<file path="src/include/iomem_defs.svh">
// ##########################################################################
// Address map, register offsets and UART divider reset value for the
// iomem peripheral subsystem.
// ##########################################################################

`ifndef IOMEM_DEFS_SVH
`define IOMEM_DEFS_SVH

// Upper address byte that selects a peripheral region.
`define IOMEM_GPIO_BASE 8'h03
`define IOMEM_UART_BASE 8'h02

// Word offsets inside the GPIO region.
`define REG_OFS_GPIO_OUT 8'h00
`define REG_OFS_GPIO_IN  8'h01

// Word offsets inside the UART region.
`define REG_OFS_UART_DIV  8'h00
`define REG_OFS_UART_DATA 8'h01

// Clock cycles per serial bit after reset.
`define IOMEM_UART_DIV_RESET 32'd16

`endif
</file>
<file path="src/design/periph_pkg.sv">
// ##########################################################################
// Peripheral register select and UART FSM state encodings.
// ##########################################################################

package periph_pkg;

	// Register inside a region.
	typedef enum logic [1:0] {
		REG_GPIO_OUT  = 2'd0,
		REG_GPIO_IN   = 2'd1,
		REG_UART_DIV  = 2'd2,
		REG_UART_DATA = 2'd3
	} periph_reg_e;

	// Transmitter FSM.
	typedef enum logic [1:0] {
		TX_IDLE  = 2'd0,
		TX_START = 2'd1,
		TX_DATA  = 2'd2,
		TX_STOP  = 2'd3
	} uart_tx_state_e;

	// Receiver FSM.
	typedef enum logic [1:0] {
		RX_IDLE  = 2'd0,
		RX_START = 2'd1,
		RX_DATA  = 2'd2,
		RX_STOP  = 2'd3
	} uart_rx_state_e;

endpackage

</file>
<file path="src/design/iomem_pkg.sv">
// ##########################################################################
// Bus request and response structs, region select enum.
// ##########################################################################

package iomem_pkg;

	// Peripheral region picked from address bits 31..24.
	typedef enum logic [1:0] {
		REGION_NONE = 2'd0, // Unmapped, answered by the merger.
		REGION_GPIO = 2'd1,
		REGION_UART = 2'd2
	} region_e;

	// Registered request, valid for one cycle per transaction.
	typedef struct packed {
		logic        valid;  // Single-cycle strobe.
		logic [3:0]  wstrb;  // Byte lanes, zero means read.
		logic [7:0]  offset; // Address bits 9..2.
		logic [31:0] wdata;
		region_e     region;
	} iomem_req_t;

	// Peripheral response, rdata is zero while ready is low.
	typedef struct packed {
		logic        ready;
		logic [31:0] rdata;
	} iomem_rsp_t;

endpackage

</file>
<file path="src/design/iomem_periph_top.sv">
// ##########################################################################
// Peripheral subsystem top with decoder, GPIO, UART and response merge.
// ##########################################################################

`timescale 1ns/10ps

module iomem_periph_top (
	input  logic        clk,
	input  logic        resetn,
	input  logic        iomem_valid,
	input  logic [3:0]  iomem_wstrb,
	input  logic [31:0] iomem_addr,
	input  logic [31:0] iomem_wdata,
	output logic        iomem_ready,
	output logic [31:0] iomem_rdata,
	input  logic [3:0]  sw,
	output logic [3:0]  leds,
	output logic        ser_tx,
	input  logic        ser_rx
);

	iomem_pkg::iomem_req_t req;      // Registered request to all blocks.
	iomem_pkg::iomem_rsp_t gpio_rsp;
	iomem_pkg::iomem_rsp_t uart_rsp;
	logic                  done;     // Transaction complete.

	iomem_decoder u_decoder (
		.clk         (clk),
		.resetn      (resetn),
		.iomem_valid (iomem_valid),
		.iomem_wstrb (iomem_wstrb),
		.iomem_addr  (iomem_addr),
		.iomem_wdata (iomem_wdata),
		.done        (done),
		.req         (req)
	);

	gpio_bank u_gpio (
		.clk    (clk),
		.resetn (resetn),
		.req    (req),
		.sw     (sw),
		.leds   (leds),
		.rsp    (gpio_rsp)
	);

	uart_core u_uart (
		.clk    (clk),
		.resetn (resetn),
		.req    (req),
		.ser_rx (ser_rx),
		.ser_tx (ser_tx),
		.rsp    (uart_rsp)
	);

	iomem_resp_merge u_merge (
		.clk         (clk),
		.resetn      (resetn),
		.req         (req),
		.gpio_rsp    (gpio_rsp),
		.uart_rsp    (uart_rsp),
		.iomem_ready (iomem_ready),
		.iomem_rdata (iomem_rdata),
		.done        (done)
	);

endmodule

</file>
<file path="src/design/iomem_resp_merge.sv">
// ##########################################################################
// Response merge, unmapped answer, bus ready and rdata.
// ##########################################################################

`timescale 1ns/10ps

module iomem_resp_merge (
	input  logic                   clk,
	input  logic                   resetn,
	input  iomem_pkg::iomem_req_t  req,
	input  iomem_pkg::iomem_rsp_t  gpio_rsp,
	input  iomem_pkg::iomem_rsp_t  uart_rsp,
	output logic                   iomem_ready,
	output logic [31:0]            iomem_rdata,
	output logic                   done         // Frees the decoder.
);

	logic none_hit;   // Unmapped request, aligned with peripheral responses.
	logic any_ready;

	assign any_ready = gpio_rsp.ready | uart_rsp.ready | none_hit;
	assign done      = iomem_ready;

	always_ff @(posedge clk) begin
		if (!resetn) begin
			none_hit    <= 1'b0;
			iomem_ready <= 1'b0;
		end else begin
			none_hit    <= req.valid && (req.region == iomem_pkg::REGION_NONE);
			iomem_ready <= any_ready; // One-cycle pulse.
		end
	end

	// Idle responses carry zero data, so a plain OR merges them.
	always_ff @(posedge clk) begin
		iomem_rdata <= gpio_rsp.rdata | uart_rsp.rdata;
	end

endmodule

</file>
<file path="src/design/uart_core.sv">
// ##########################################################################
// UART with divider register, 8N1 transmitter with write stall, and
// receiver with a one-byte buffer.
// ##########################################################################

`timescale 1ns/10ps

`include "iomem_defs.svh"

module uart_core (
	input  logic                   clk,
	input  logic                   resetn,
	input  iomem_pkg::iomem_req_t  req,
	input  logic                   ser_rx,
	output logic                   ser_tx,
	output iomem_pkg::iomem_rsp_t  rsp
);

	logic [31:0]                 div;          // Cycles per bit.
	logic                        acc;          // Request for this block.
	logic                        sel_ok;
	periph_pkg::periph_reg_e     sel;
	logic                        data_wr;      // New byte from the bus.
	logic                        data_rd;      // Buffer read, clears valid.
	logic                        tx_pend;      // Write held by a busy transmitter.
	logic [7:0]                  tx_pend_data;
	logic                        tx_launch;    // Start a frame this cycle.
	logic [7:0]                  tx_byte;
	periph_pkg::uart_tx_state_e  tx_state;
	logic [31:0]                 tx_cnt;
	logic [2:0]                  tx_bit;
	logic [7:0]                  tx_shift;
	logic                        tx_tick;
	logic [1:0]                  rx_sync;      // Input synchronizer.
	periph_pkg::uart_rx_state_e  rx_state;
	logic [31:0]                 rx_cnt;
	logic [2:0]                  rx_bit;
	logic [7:0]                  rx_shift;
	logic [7:0]                  rx_data;      // Receive buffer.
	logic                        rx_valid;
	logic                        rx_tick;      // Full bit time.
	logic                        rx_half;      // Middle of the start bit.

	assign acc     = req.valid && (req.region == iomem_pkg::REGION_UART);
	assign data_wr = acc && sel_ok && sel == periph_pkg::REG_UART_DATA && |req.wstrb;
	assign data_rd = acc && sel_ok && sel == periph_pkg::REG_UART_DATA && !(|req.wstrb);

	assign tx_byte   = tx_pend ? tx_pend_data : req.wdata[7:0];
	assign tx_launch = (data_wr || tx_pend) && tx_state == periph_pkg::TX_IDLE;
	assign tx_tick   = (tx_cnt + 32'd1 >= div);
	assign rx_tick   = (rx_cnt + 32'd1 >= div);
	assign rx_half   = (rx_cnt + 32'd1 >= {1'b0, div[31:1]});

	always_comb begin
		sel    = periph_pkg::REG_UART_DIV;
		sel_ok = 1'b1;
		case (req.offset)
			`REG_OFS_UART_DIV:  sel = periph_pkg::REG_UART_DIV;
			`REG_OFS_UART_DATA: sel = periph_pkg::REG_UART_DATA;
			default:            sel_ok = 1'b0;
		endcase
	end

	// Bus side: divider, response and the held data write.
	always_ff @(posedge clk) begin
		if (!resetn) begin
			div     <= `IOMEM_UART_DIV_RESET;
			rsp     <= '0;
			tx_pend <= 1'b0;
		end else begin
			rsp <= '0;
			if (acc && !data_wr) begin
				rsp.ready <= 1'b1;
				if (sel_ok && sel == periph_pkg::REG_UART_DIV) begin
					rsp.rdata <= div; // Old value.
					for (int i = 0; i < 4; i++) begin
						if (req.wstrb[i])
							div[8*i +: 8] <= req.wdata[8*i +: 8];
					end
				end else if (data_rd) begin
					rsp.rdata <= rx_valid ? {24'b0, rx_data} : 32'hffff_ffff;
				end
			end
			if (data_wr && !tx_launch) begin
				tx_pend      <= 1'b1; // Stall until the line is free.
				tx_pend_data <= req.wdata[7:0];
			end
			if (tx_launch) begin
				tx_pend   <= 1'b0;
				rsp.ready <= 1'b1; // Ack once the frame starts.
			end
		end
	end

	// Transmitter, LSB first, line idles high.
	always_ff @(posedge clk) begin
		if (!resetn) begin
			tx_state <= periph_pkg::TX_IDLE;
			ser_tx   <= 1'b1;
			tx_cnt   <= 32'b0;
			tx_bit   <= 3'b0;
		end else begin
			tx_cnt <= tx_tick ? 32'b0 : tx_cnt + 32'd1;
			case (tx_state)
				periph_pkg::TX_IDLE: begin
					tx_cnt <= 32'b0;
					if (tx_launch) begin
						tx_shift <= tx_byte;
						ser_tx   <= 1'b0; // Start bit.
						tx_state <= periph_pkg::TX_START;
					end
				end
				periph_pkg::TX_START: begin
					if (tx_tick) begin
						ser_tx   <= tx_shift[0];
						tx_bit   <= 3'b0;
						tx_state <= periph_pkg::TX_DATA;
					end
				end
				periph_pkg::TX_DATA: begin
					if (tx_tick) begin
						if (tx_bit == 3'd7) begin
							ser_tx   <= 1'b1; // Stop bit.
							tx_state <= periph_pkg::TX_STOP;
						end else begin
							ser_tx   <= tx_shift[1];
							tx_shift <= tx_shift >> 1;
							tx_bit   <= tx_bit + 3'd1;
						end
					end
				end
				default: begin
					if (tx_tick)
						tx_state <= periph_pkg::TX_IDLE;
				end
			endcase
		end
	end

	// Receiver, samples each bit at its middle.
	always_ff @(posedge clk) begin
		if (!resetn) begin
			rx_sync  <= 2'b11;
			rx_state <= periph_pkg::RX_IDLE;
			rx_cnt   <= 32'b0;
			rx_bit   <= 3'b0;
			rx_valid <= 1'b0;
		end else begin
			rx_sync <= {rx_sync[0], ser_rx};
			rx_cnt  <= rx_cnt + 32'd1;
			if (data_rd)
				rx_valid <= 1'b0; // A new byte below wins.
			case (rx_state)
				periph_pkg::RX_IDLE: begin
					rx_cnt <= 32'b0;
					if (!rx_sync[1])
						rx_state <= periph_pkg::RX_START;
				end
				periph_pkg::RX_START: begin
					if (rx_half) begin
						rx_cnt   <= 32'b0;
						rx_bit   <= 3'b0;
						rx_state <= rx_sync[1] ? periph_pkg::RX_IDLE : periph_pkg::RX_DATA;
					end
				end
				periph_pkg::RX_DATA: begin
					if (rx_tick) begin
						rx_cnt   <= 32'b0;
						rx_shift <= {rx_sync[1], rx_shift[7:1]};
						rx_bit   <= rx_bit + 3'd1;
						if (rx_bit == 3'd7)
							rx_state <= periph_pkg::RX_STOP;
					end
				end
				default: begin
					if (rx_tick) begin
						rx_state <= periph_pkg::RX_IDLE;
						if (rx_sync[1]) begin // Framing ok.
							rx_data  <= rx_shift;
							rx_valid <= 1'b1;
						end
					end
				end
			endcase
		end
	end

endmodule

</file>
<file path="src/design/gpio_bank.sv">
// ##########################################################################
// GPIO output register with byte strobes and synchronized switch input.
// ##########################################################################

`timescale 1ns/10ps

`include "iomem_defs.svh"

module gpio_bank (
	input  logic                   clk,
	input  logic                   resetn,
	input  iomem_pkg::iomem_req_t  req,
	input  logic [3:0]             sw,
	output logic [3:0]             leds,
	output iomem_pkg::iomem_rsp_t  rsp
);

	logic [31:0]              gpio;     // Output register.
	logic [3:0]               sw_meta;  // First synchronizer stage.
	logic [3:0]               sw_sync;  // Second stage, safe to read.
	logic                     acc;      // Request for this block.
	logic                     sel_ok;   // Offset maps to a register.
	periph_pkg::periph_reg_e  sel;

	assign acc  = req.valid && (req.region == iomem_pkg::REGION_GPIO);
	assign leds = gpio[3:0];

	always_comb begin
		sel    = periph_pkg::REG_GPIO_OUT;
		sel_ok = 1'b1;
		case (req.offset)
			`REG_OFS_GPIO_OUT: sel = periph_pkg::REG_GPIO_OUT;
			`REG_OFS_GPIO_IN:  sel = periph_pkg::REG_GPIO_IN;
			default:           sel_ok = 1'b0; // Acked with zero data.
		endcase
	end

	always_ff @(posedge clk) begin
		if (!resetn) begin
			sw_meta <= 4'b0;
			sw_sync <= 4'b0;
		end else begin
			sw_meta <= sw;
			sw_sync <= sw_meta;
		end
	end

	always_ff @(posedge clk) begin
		if (!resetn) begin
			gpio <= 32'b0;
			rsp  <= '0;
		end else begin
			rsp <= '0;
			if (acc) begin
				rsp.ready <= 1'b1;
				if (sel_ok && sel == periph_pkg::REG_GPIO_OUT) begin
					rsp.rdata <= gpio; // Old value, also on a write.
					for (int i = 0; i < 4; i++) begin
						if (req.wstrb[i])
							gpio[8*i +: 8] <= req.wdata[8*i +: 8];
					end
				end else if (sel_ok && sel == periph_pkg::REG_GPIO_IN) begin
					rsp.rdata <= {28'b0, sw_sync}; // Writes ignored.
				end
			end
		end
	end

endmodule

</file>
<file path="src/design/iomem_decoder.sv">
// ##########################################################################
// Bus request capture and region decode.
// ##########################################################################

`timescale 1ns/10ps

`include "iomem_defs.svh"

module iomem_decoder (
	input  logic                   clk,
	input  logic                   resetn,
	input  logic                   iomem_valid,
	input  logic [3:0]             iomem_wstrb,
	input  logic [31:0]            iomem_addr,
	input  logic [31:0]            iomem_wdata,
	input  logic                   done,        // Completion from the merger.
	output iomem_pkg::iomem_req_t  req
);

	logic               busy;     // Transaction in flight.
	logic               take;     // Capture this cycle.
	iomem_pkg::region_e region;   // Decoded region of the live address.

	assign take = iomem_valid && !busy;

	// Upper address byte picks the peripheral.
	always_comb begin
		case (iomem_addr[31:24])
			`IOMEM_GPIO_BASE: region = iomem_pkg::REGION_GPIO;
			`IOMEM_UART_BASE: region = iomem_pkg::REGION_UART;
			default:          region = iomem_pkg::REGION_NONE;
		endcase
	end

	always_ff @(posedge clk) begin
		if (!resetn) begin
			busy      <= 1'b0;
			req.valid <= 1'b0;
		end else begin
			req.valid <= 1'b0; // One-cycle pulse.
			if (done) begin
				busy <= 1'b0; // Master drops valid next cycle.
			end else if (take) begin
				busy       <= 1'b1;
				req.valid  <= 1'b1;
				req.wstrb  <= iomem_wstrb;
				req.offset <= iomem_addr[9:2]; // Word offset.
				req.wdata  <= iomem_wdata;
				req.region <= region;
			end
		end
	end

endmodule

</file>
<file path="config.mk">
export PLATFORM = sky130hd
export DESIGN_NAME = iomem_periph_top
export DESIGN_NICKNAME = d
export VERILOG_FILES = /design/src/design/periph_pkg.sv /design/src/design/iomem_pkg.sv /design/src/design/iomem_periph_top.sv /design/src/design/iomem_resp_merge.sv /design/src/design/uart_core.sv /design/src/design/gpio_bank.sv /design/src/design/iomem_decoder.sv
export VERILOG_INCLUDE_DIRS = /design/src /design/src/include
export SDC_FILE = /design/constraint.sdc
export NUM_CORES = 1
export LEC_CHECK = 0
export ABC_AREA = 1
export BUFFER_PORTS_ARGS = -buffer_cell sky130_fd_sc_hd__buf_4
export CAP_MARGIN = 30
export CORE_UTILIZATION = 50
export CTS_BUF_LIST = sky130_fd_sc_hd__clkbuf_4
export CTS_CLUSTER_DIAMETER = 60
export DETAILED_ROUTE_END_ITERATION = 16
export HOLD_SLACK_MARGIN = 0.05
export PLACE_DENSITY = 0.77
export RECOVER_POWER = 50
export SYNTH_ARGS = -nofsm -noshare
export SYNTH_HDL_FRONTEND = slang
export SYNTH_HIERARCHICAL = 1
export SYNTH_SLANG_ARGS = --single-unit
</file>
<file path="constraint.sdc">
create_clock -name clk -period 9.6 [get_ports clk]
set_input_delay 0 -clock clk [delete_from_list [all_inputs] [get_ports clk]]
set_output_delay 0 -clock clk [all_outputs]
set_load 0.02 [all_outputs]
</file>
Word level (Yosys, flattened, before mapping)

Cells that the tools add are included.

$add $sub $neg: 4
Magnitude comparators: 3
Eq/ne operators: 23
Multiplexer cells: 50
Bitwise gates (word level): 6
Reduce and logical (&&, ||, !) cells: 56

Operator list:

| cell                    | number |
|---|---|
| $mux W32                | 6 |
| $pmux W32 S3            | 1 |
| $mux W33                | 2 |
| $add A32 B1 Y32 const B | 2 |
| $ge A32 B32 Y1          | 2 |
| $mux W47                | 1 |
| $reduce_and A3 Y1       | 11 |
| $ge A32 B31 Y1          | 1 |
| $mux W8                 | 4 |
| $or A32 B32 Y32         | 1 |
| $mux W2                 | 11 |
| $eq A8 B2 Y1 const B    | 2 |
| $pmux W8 S2             | 1 |
| $mux W3                 | 5 |
| $reduce_and A5 Y1       | 3 |
| $logic_and A1 B1 Y1     | 14 |
| $ne A2 B1 Y1 const B    | 7 |
| $mux W1                 | 12 |
| $pmux W2 S3             | 2 |
| $pmux W3 S2             | 2 |
| $reduce_and A4 Y1       | 3 |
| $eq A2 B2 Y1 const B    | 5 |
| $eq A8 B1 Y1 const B    | 1 |
| $logic_not A2 Y1        | 4 |
| 19 further kinds        | 39 |

Bits in registers: 331
Input bits: 76
Output and inout bits: 38
Word-level logic and storage cells: 179

Logic depth before layout (Yosys ltp)

Gate-level depths: netlist (run 1).

Depth in word-level cells: 11
Gate-level depth with buffers: 25

Cells and area by module

The synthesis (run 1) kept the hierarchy.

By module, submodules not included:

| module           | times used | cells an instance | area an instance (µm²) |
|---|---|---|---|
| uart_core        | 1          | 1,287             | 10,058.4 |
| gpio_bank        | 1          | 366               | 2,830.2 |
| iomem_decoder    | 1          | 67                | 1,497.7 |
| iomem_resp_merge | 1          | 73                | 918.4 |

Worst setup path after synthesis (run 1)

Ideal clock, no wire load.

Kind: register -> register
Start point: reg u_merge.iomem_ready, in the netlist u_merge/done
End point: reg u_decoder/req[0] (netlist name)
Library setup time: 0.506 ns
Data arrival time: 3.543 ns
Setup slack: 5.550 ns
Cell stages (with the launch flop): 4
Period minus slack after synthesis: 4.050 ns
Cell sequence: dfxtp_1 > inv_1 > nand2_1 > nor3_1

Cells in the longest elaborated chain, start to end: 2

RTL lines:

| element                            | line                   | RTL |
|---|---|---|
| from (decl)                        | iomem_resp_merge.sv:13 | `output logic iomem_ready,` |
| from (signal assigned)             | iomem_resp_merge.sv:30 | `iomem_ready <= any_ready;` |
| $not A1 Y1 (no source line)        | --                     |  |
| $reduce_and A3 Y1 (no source line) | --                     |  |

Every way passes these cells.
A chain may end at the register's enable or synchronous reset.

Final worst setup path (run 1)

Start point: in resetn
End point: reg u_decoder/req[26] (netlist name)

Cells in the longest elaborated chain, start to end: 1

RTL lines:

| element                            | line                  | RTL |
|---|---|---|
| from (decl)                        | iomem_periph_top.sv:9 | `input logic resetn,` |
| $reduce_and A3 Y1 (no source line) | --                    |  |

Every way passes these cells.

==> flow_summary.yaml, run 1 <==
logic_synthesis:
  synth-simple-area-share: 0.254
  postSynthRegisterBits: 331
  synthArstFlopShare: 0
  synth-adder-area-share: 0.0850
  ys_types: 49
  ys_warn_count: 6
  synthXorXnorAreaFrac: 0.0229
  synth_top_family_by_area: "simple AND/OR/NAND/NOR gates"
  synth_area_mm2: 0.0153
  seq_area_frac_synth: 0.484
  syn_inst: 1793
  synth_fp_nets: 1973
  synth_flop_cell: "dfxtp_1"
  synth_mux_area_frac: 0
  synth-edff-count: 78
  synth_compound_area_frac: 0.0737
  syn_avg_cell_area_um2: 8.54
cells_and_area:
  drive_gt1_frac: 0.149
  area_growth_pct: 19.8
  final_common_cell: "nand2_1"
  nNetsFinal: 2225
  layout_common_cells: "nand2_1 (329), dfxtp_1 (253), inv_1 (230)"
placement:
  port_buffers: 97
  dp_hpwl_um: 23800
  gp_congestion: 0.906
sta:
  hold_violations: 0
  fin_crit_sh: 0.486
  grt_setup_unrepaired: "no"
  hold_slack_ns: 0.116
  relSlewSlack: -1.12
  fin_skew_ns: 0.0475
  fmax_ghz: 0.214
  drv_slew: 130
  post-route-min-period_ns: 4.67
  tightest_slew_ns: 3.18
  setup_tns_ns: 0
  finalSetupViolations: 0
setup_path:
  crit_chain: "dlygate4sd3_1 > clkbuf_1 > nand2_1 > nor3_1 > clkbuf_1"
  path_max_fanout: 63
  worstSetupPathType: "in2reg"
  arrival_ns: 4.97
  crit_slowest_cell: "clkbuf_1"
  max_stage_delay_ns: 2.24
  cp-end-kind: "flop"
  cp.required_ns: 9.90
  crit_top_cell: "clkbuf_1"
  startpoint_type: "input port"
clock_tree:
  cts-root-buf: "clkbuf_4"
  post-cts-setup-buffers: 0
  cts_resized: 0
  cts_buffers: 84
  cts.htree.levels: 3
  clock_sinks: 331
  cts_tree: "done"
  cts_buffer_depth: 3
  path_clk_slew_ns: 0.07
  holdBufCountCts: 113
  clk_latency_ns: 0.75
global_route:
  antenna_found_initial: 1
  grt_max_degree: 70
  grt_pass1_vias: 13100
  grt_overflow: 0
  grt_pass1_wl_um: 60400
  grt.total_usage: 0.243
pwr:
  p_total_w: 0.00294
  vdd_ir_drop_max_uv: 133
  leakage_nw: 7.96
  powerDensity_mw_per_mm2: 160
run:
  max_cap_violations: 3
die:
  initial_utilization: 0.512
  fp.dieW_um: 177
  coreArea_mm2: 0.0299
  die_area_mm2: 0.0313
  fp.dieH_um: 177
  num_rows: 63
  ios: 114
drt:
  routed_wl_um: 37400
  antenna_left: 0
  routedWlPerCell_um: 14.9
  drt_iter0_drc: 790
  dr.pass1.iters: 5
  viasPerCell: 5.10
  drcViolationCount: 0
  vias: 12800
run_status:
  outcome: "finished, violations left"
  violations: "capacitance limit, slew limit"
worst_hold_path:
  hold_path_class: "in2reg"
==> worst max-delay path: cells and delay by family <==
family,cells,cell delay [ns]
buf+inv,3,4.14
simple gates,2,0.79
==> layer usage <==
metal  global-route usage  wire length, um  vias up
met5                    0                0        -
met4                0.128             1420        0
met3               0.0464             1820      106
met2                0.443            19300      409
met1                0.265            14900     5928
li1                     -                -     6324
==> per-stage QoR <==
| step | area (um^2) | setup WS, ns | cells | utilization |
|---|---|---|---|---|
| global route | 18300 | 4.47 | 2505 | 0.614 |
| detailed placement | 16300 | 5.09 | 2236 | 0.544 |
| finish | 18300 | 4.93 | 2505 | 0.614 |
| CTS | 18500 | 5.05 | 2504 | 0.620 |
| global placement | 16200 | 5.21 | 2235 | 0.543 |
| floorplan | 15300 | 5.55 | 1793 | - |
==> state kept, by name, indices dropped and copies added (netlist names), 2 cells and up <==
signal,cells
u_uart/tx_bit,3
u_uart/rx_sync,2
u_gpio/sw_sync,4
u_uart/tx_shift,8
u_gpio/gpio,32
u_uart/rx_bit,3
u_gpio/sw_meta,4
u_merge/iomem_rdata,32
u_uart/tx_cnt,32
u_gpio/rsp,33
u_uart/div,32
u_uart/rx_shift,8
u_uart/rx_state,2
u_uart/tx_state,2
u_decoder/req,47
u_uart/rx_cnt,32
u_uart/rx_data,8
u_uart/tx_pend_data,8
u_uart/rsp,33
==> Yosys cell counts (30+ instances only) <==
| master | instances | area, um^2 |
|---|---|---|
| xor2_1 | 38 | 333 |
| nand3_1 | 66 | 330 |
| nor2_1 | 207 | 777 |
| or2_1 | 32 | 200 |
| a21oi_1 | 151 | 756 |
| inv_1 | 229 | 860 |
| nand2_1 | 329 | 1230 |
| ha_1 | 104 | 1300 |
| o21ai_0 | 34 | 170 |
| edfxtp_1 | 78 | 2340 |
| or2_2 | 34 | 213 |
| dfxtp_1 | 253 | 5060 |
| nand4_1 | 30 | 188 |
==> cell families after synthesis <==
group                    Yosys count
AND/OR/NAND/NOR                  818
buffers and inverters            289
XOR/XNOR                          40
adder cells (fa/ha/maj)          104
flip-flops                       331
AO/OA/AOI/OAI                    211
==> final cells by class <==
cell class                      instances  area (um^2)
Fill cell                            2422        11500
Sequential cell                       331         7410
Multi-Input combinational cell       1173         6650
Timing Repair Buffer                  218         1770
Clock buffer                          128          961
Inverter                              237          890
Tap cell                              390          488
Clock inverter                         27          170
Antenna cell                            1         2.50
==> where the power goes <==
group / internal (W) / total [W] / switching [W] / leakage, nW
clock: 0.000665 / 0.00125 / 0.000587 / 0.664
sequential: 0.00145 / 0.00147 / 0.0000181 / 2.75
combinational: 0.0000872 / 0.000220 / 0.000132 / 4.54
==> final timing paths <==
check	startpoint	end	slack [ns]	cells after the start
worst max-delay path	resetn	u_decoder/req[26]$_DFFE_PP_	4.93	5
worst min-delay path	iomem_valid	u_decoder/req[46]$_SDFF_PP0_	0.12	4
worst max register to register	u_uart/rx_cnt[0]$_SDFF_PN0_	u_uart/rx_shift[6]$_DFFE_PP_	5.01	23
worst min register to register	u_uart/rx_shift[0]$_DFFE_PP_	u_uart/rx_data[0]$_DFFE_PP_	0.39	0
Note: power is estimated with default switching activity, not from simulation.
==> inputs of run 2 (changes only) <==
clock period = 4.5 ns   (was 9.6 ns; I/O delays follow)
==> flow_summary.yaml, run 2 (synthesis results as in run 1) <==
run_status:
  outcome: "finished, violations left"
  violations: "capacitance limit, slew limit"
placement:
  gp_congestion: 0.905
  dp_hpwl_um: 24100
  port_buffers: 97
pwr:
  powerDensity_mw_per_mm2: 336
  vdd_ir_drop_max_uv: 228
  power_frac_comb: 0.080
  swShare: 0.246
  power.internal_w: 0.00464
  leakage_nw: 7.97
  power.switching_w: 0.00152
  seqPwrFrac: 0.507
  pwr-share-clk: 0.413
cells_and_area:
  largest_reg_flops: 47
  nNetsFinal: 2228
  top_regs: "u_decoder/req: 47 flops, u_gpio/rsp: 33 flops, u_uart/rsp: 33 flops"
  final_common_cell: "nand2_1"
  drive_gt1_frac: 0.152
  top_register: "u_decoder/req"
  area_growth_pct: 19.9
  layout_common_cells: "nand2_1 (329), dfxtp_1 (252), inv_1 (229)"
global_route:
  grt_pass1_vias: 12700
  grt_max_degree: 62
  grt_pass1_wl_um: 59500
  grt.total_usage: 0.239
  grt_overflow: 0
  antenna_found_initial: 2
sta:
  tightest_slew_ns: 1.97
  post-route-min-period_ns: 4.04
  relSlewSlack: -0.310
  drv_slew: 31
  hold_violations: 0
  grt_setup_unrepaired: "no"
  fin_skew_ns: 0.0624
  fin_crit_sh: 0.898
  finalSetupViolations: 0
  fmax_ghz: 0.247
  hold_slack_ns: 0.144
  setup_tns_ns: 0
die:
  fp.dieH_um: 177
  coreArea_mm2: 0.0299
  die_area_mm2: 0.0313
  ios: 114
  num_rows: 63
  fp.dieW_um: 177
  initial_utilization: 0.512
setup_path:
  cp.depth: 18
  cp.required_ns: 4.90
  crit_top_cell: "nand4_1"
  max_stage_delay_ns: 0.66
  startpoint_type: "flop"
  crit_slowest_cell: "nor4b_1"
  crit_chain: "ha_1 > nand2_1 > inv_1 > nand4_1 > nor4b_1 > nand4_1 > xor2_1 > inv_1 > ha_1 > nand2_1 > nor2_1 > nand4_1 > nor3_1 > buf_4 > nand4_1 > nand3_1 > o211ai_1 > inv_1"
  rr_worst_depth: 18
  reg2reg_to: "u_uart/tx_shift[5]$_DFFE_PP_"
  path_max_fanout: 8
  r2r_slack_ns: 0.46
  crit_buf_inv: 4
  r2r-start: "u_uart/tx_cnt[0]$_SDFF_PP0_"
  cp-end-kind: "flop"
  critPathTopFamily: "simple AND/OR/NAND/NOR gates"
  arrival_ns: 4.44
  worstSetupPathType: "reg2reg"
clock_tree:
  cts_buffer_depth: 3
  cts_buffers: 81
  path_clk_slew_ns: 0.07
  clk_latency_ns: 0.74
  cts.htree.levels: 3
  clock_sinks: 331
  cts-root-buf: "clkbuf_4"
  cts_tree: "done"
  post-cts-setup-buffers: 0
worst_hold_path:
  hold_path_class: "in2reg"
  hold_end: "u_decoder/req[46]$_SDFF_PP0_"
  hold_path_startpoint: "iomem_valid"
  hold_path_depth: 4
drt:
  drcViolationCount: 0
  routedWlPerCell_um: 14.8
  vias: 12700
  routed_wl_um: 37100
  viasPerCell: 5.09
  drt_iter0_drc: 873
  dr.pass1.iters: 6
  antenna_left: 0
run:
  max_cap_violations: 1
==> run 2: cell count changes in the layout (fill, tap and decap cells not counted), moves of 2 or more <==
| cell | delta |
|---|---|
| clkinv_2 | -2 |
| or2_1 | +3 |
| clkinv_1 | -11 |
| clkbuf_4 | +3 |
| a21oi_2 | -2 |
| or2_0 | -3 |
| buf_12 | +2 |
| a21oi_1 | +2 |
| inv_2 | +2 |
| buf_4 | +2 |
==> run 2: repair_timing <==
action / CTS / global route
hold buffers: 114 / 0
gates resized for setup: 0 / 4
endpoints found under the hold margin: 185 / 0
endpoints found under the setup margin: 0 / 35
==> run 2: routing by layer <==
layer  share of wire  GRT usage
met1            0.40      0.270
met2            0.50      0.424
met3           0.057     0.0524
met4           0.040      0.119
met5               0          0
==> run 2: worst register-to-register path: stages (launching register included) <==
cell and delay [ns]:
dfxtp_1 0.39, ha_1 0.19, nand2_1 0.08, inv_1 0.13, nand4_1 0.16, nor4b_1 0.66, nand4_1 0.23, xor2_1 0.22
inv_1 0.06, ha_1 0.27, nand2_1 0.06, nor2_1 0.15, nand4_1 0.12, nor3_1 0.16, buf_4 0.16, nand4_1 0.14
nand3_1 0.17, o211ai_1 0.09, inv_1 0.27
==> run 2: area by class of cell <==
| type | instances | area, um^2 |
|---|---|---|
| fill | 2466 | 11500 |
| sequential | 331 | 7410 |
| multi-input combinational | 1173 | 6660 |
| timing repair buffer | 224 | 1850 |
| clock buffer | 129 | 968 |
| inverter | 237 | 890 |
| tap | 390 | 488 |
| clock inverter | 13 | 85.1 |
| antenna | 2 | 5.00 |
==> run 2: worst max path at each step <==
stage,startpoint,endpoint,slack [ns]
6_report,u_uart/tx_cnt[0]$_SDFF_PP0_,u_uart/tx_shift[5]$_DFFE_PP_,0.46
3_3_place_gp,u_uart/rx_cnt[0]$_SDFF_PN0_,u_uart/rx_cnt[18]$_SDFF_PN0_,0.48
4_1_cts,u_uart/rx_cnt[0]$_SDFF_PN0_,u_uart/rx_cnt[18]$_SDFF_PN0_,0.38
2_1_floorplan,u_merge/done$_SDFF_PN0_,u_decoder/req[0]$_DFFE_PP_,0.45
3_5_place_dp,u_uart/rx_cnt[0]$_SDFF_PN0_,u_uart/rx_cnt[3]$_SDFF_PN0_,0.41
5_1_grt,u_uart/rx_cnt[0]$_SDFF_PN0_,u_uart/rx_cnt[13]$_SDFF_PN0_,0.005
==> run 2: per-stage QoR <==
stage	util	std cells	instance area [um^2]	total power, W	setup WS (ns)
after global routing	0.614	2499	18400	0.00643	0.00511
after CTS	0.620	2497	18500	0.00618	0.377
after floorplan	-	1793	15300	0.00349	0.450
final	0.614	2499	18400	0.00616	0.459
after detailed placement	0.547	2241	16300	0.00359	0.405
after global placement	0.546	2239	16300	0.00358	0.480
==> run 2: power groups by stage <==
stage | registers (W) | logic [W] | clock network [W]
after detailed placement | 0.00319 | 0.000405 | 0
final | 0.00312 | 0.000491 | 0.00254
after floorplan | 0.00318 | 0.000307 | 0
after CTS | 0.00312 | 0.000482 | 0.00258
after global placement | 0.00319 | 0.000391 | 0
after global routing | 0.00313 | 0.000536 | 0.00276
==> inputs of run 3 (changes only) <==
ABC_AREA = default   (was 1)
SYNTH_HIERARCHICAL = default   (was 1)
==> flow_summary.yaml, run 3 <==
setup_path:
  crit_top_cell: "clkbuf_1"
  startpoint_type: "input port"
  critPathTopFamily: "buffers and inverters"
  crit_buf_inv: 3
  path_max_fanout: 55
  worstSetupPathType: "in2reg"
  crit_path_start: "resetn"
  crit_slowest_cell: "clkbuf_1"
  cp.required_ns: 5.11
  crit_end: "u_gpio.rsp[19]$_SDFF_PN0_"
  arrival_ns: 4.84
  rr_worst_depth: 16
  r2r_slack_ns: 0.29
  cp-end-kind: "flop"
  r2r-start: "u_uart.tx_cnt[2]$_SDFF_PP0_"
  crit_chain: "dlygate4sd3_1 > clkbuf_1 > nand3_1 > nor3_1 > clkbuf_1 > and2_1"
  cp.depth: 6
  reg2reg_to: "u_uart.tx_shift[3]$_DFFE_PP_"
  max_stage_delay_ns: 1.83
die:
  num_rows: 60
  fp.dieW_um: 169
  initial_utilization: 0.514
  fp.dieH_um: 169
  die_area_mm2: 0.0287
  ios: 114
  coreArea_mm2: 0.0273
logic_synthesis:
  syn_inst: 1405
  synth_top_cell_by_area: "dfxtp_1"
  postSynthRegisterBits: 331
  synth-adder-area-share: 0.0982
  synthXorXnorAreaFrac: 0.0380
  synth.top_cell.area_share: 0.361
  synthArstFlopShare: 0
  syn_avg_cell_area_um2: 9.98
  yosysMostFrequentCell: "dfxtp_1"
  synth_common_cells: "dfxtp_1 (253), nand2_1 (193), a21oi_1 (131)"
  synth_flop_cell: "dfxtp_1"
  ys_warn_count: 0
  synth_top_family_by_area: "simple AND/OR/NAND/NOR gates"
  synth-simple-area-share: 0.205
  synth_compound_area_frac: 0.0890
  seq_area_frac_synth: 0.528
  synth_area_mm2: 0.0140
  synth-edff-count: 78
  synth_mux_area_frac: 0.00928
  synth_area_leaders: "dfxtp_1 (36%), edfxtp_1 (17%), ha_1 (9.8%)"
  synth_fp_nets: 1591
  ys_types: 65
sta:
  grt_setup_unrepaired: "no"
  post-route-min-period_ns: 4.23
  setup_tns_ns: 0
  relSlewSlack: -0.728
  drv_slew: 56
  hold_violations: 0
  tightest_slew_ns: 2.59
  finalWorstSetupSlack_ns: 0.269
  fmax_ghz: 0.236
  finalSetupViolations: 0
  fin_crit_sh: 0.940
  fin_skew_ns: 0.0575
clock_tree:
  clk_latency_ns: 0.73
  cts_buffer_depth: 3
  cts.htree.levels: 3
  path_clk_slew_ns: 0.06
  cts_tree: "done"
  cts_buffers: 80
  cts-root-buf: "clkbuf_4"
  post-cts-setup-buffers: 0
  clock_sinks: 331
global_route:
  grt_pass1_vias: 11200
  grt.total_usage: 0.238
  grt_max_degree: 56
  grt_overflow: 0
  grt_pass1_wl_um: 54100
  antenna_found_initial: 1
cells_and_area:
  final_common_cell: "dfxtp_1"
  top_regs: "u_decoder.req: 47 flops, u_gpio.rsp: 33 flops, u_uart.rsp: 33 flops"
  nNetsFinal: 1845
  fill_cells: 2122
  postLayoutCoreUtil: 0.626
  design_area_mm2: 0.0171
  final_cell_count_no_fill: 2091
  largest_reg_flops: 47
  layout_common_cells: "dfxtp_1 (253), nand2_1 (193), clkbuf_4 (157)"
  area_growth_pct: 21.7
  drive_gt1_frac: 0.147
  top_register: "u_decoder.req"
pwr:
  powerDensity_mw_per_mm2: 342
  leakage_nw: 6.69
  vdd_ir_drop_max_uv: 253
run_status:
  outcome: "finished, violations left"
  violations: "capacitance limit, slew limit"
drt:
  drcViolationCount: 0
  dr.pass1.iters: 5
  drt_iter0_drc: 723
  routed_wl_um: 34000
  antenna_left: 0
  vias: 11200
  routedWlPerCell_um: 16.2
  viasPerCell: 5.36
placement:
  dp_hpwl_um: 21200
  dp_cells: 1839
  gp_congestion: 0.886
  port_buffers: 97
  pre_cts_ws_ns: 0.338
  postPlaceCellArea_mm2: 0.0152
worst_hold_path:
  hold_path_startpoint: "iomem_valid"
  hold_path_depth: 3
  hold_path_class: "in2reg"
run:
  max_cap_violations: 1
run 3: cell types whose count changed in the layout (fill, tap and decap cells not counted), moves of 21 or more:
cell     delta
inv_1     -180
nand2_1   -136
nor2_1    -136
xnor2_1    +37
nor2b_1    +34
and2_1     +33
nand3_1    +29
or2_1      -28
nor2_2     -26
a21oi_1    -23
nor2_4     -21
run 3: area by class of cell:
class / count / area (um^2) / area share
Timing Repair Buffer: 228 / 1830 / 0.107
Tap cell: 372 / 465 / 0.0273
Inverter: 50 / 188 / 0.0110
Clock buffer: 111 / 833 / 0.0489
Antenna cell: 1 / 2.50 / 0.000147
Multi-Input combinational cell: 968 / 6190 / 0.363
Clock inverter: 30 / 141 / 0.00829
Sequential cell: 331 / 7410 / 0.434
run 3: where the power goes:
| part | internal, W | total [W] | leakage (nW) | switching, W |
|---|---|---|---|---|
| Combinational | 0.000171 | 0.000348 | 3.35 | 0.000178 |
| Clock | 0.00116 | 0.00236 | 0.582 | 0.00121 |
| Sequential | 0.00308 | 0.00312 | 2.75 | 0.0000388 |
| Total | 0.00441 | 0.00583 | 6.69 | 0.00142 |
run 3: layer usage:
metal  up-vias  wire length, um  track usage
met5         -                0            0
met4         0             1430        0.125
met3       109             1780       0.0431
met2       399            16900        0.424
met1      5253            13900        0.270
li1       5454                -            -
run 3: kinds of logic after synthesis:
kind of cell    Yosys count
mux                      13
compound gates          213
xor+xnor                 60
simple gates            572
flops                   331
fa+ha+maj               110
buf+inv                 106
run 3: stage by stage:
step / power (W) / hold slack, ns
final: 0.00583 / 0.146
after global routing: 0.00608 / 0.129
after CTS: 0.00585 / 0.114
after detailed placement: 0.00346 / 0.179
after global placement: 0.00345 / 0.179
after floorplan: 0.00336 / 0.0989
run 3: timing repair:
item	in CTS	in global routing
hold endpoints to repair	98	0
hold buffers	109	0
setup endpoints to repair	0	11
resized for setup	0	1
run 3: how the worst min path moves through the flow:
stage                                    to
4_1_cts         u_decoder.busy$_SDFFE_PP0P_
3_5_place_dp    u_decoder.req[40]$_DFFE_PP_
6_report       u_decoder.req[46]$_SDFF_PP0_
2_1_floorplan   u_decoder.req[10]$_DFFE_PP_
5_1_grt         u_decoder.busy$_SDFFE_PP0P_
3_3_place_gp    u_decoder.req[40]$_DFFE_PP_
run 3: worst register-to-register path, stage by stage, from the launching register on:
cell and delay, ns:
dfxtp_1 0.41, and4_1 0.29, and4_1 0.30, nand3_1 0.14, nor3_2 0.42, nand3_1 0.15, xnor2_1 0.18, ha_1 0.30
and4_1 0.24, nand2_1 0.09, a2111oi_0 0.37, buf_4 0.20, o31a_1 0.17, nor2_1 0.10, o21ai_0 0.20, o2111a_1 0.21
buf_4 0.18
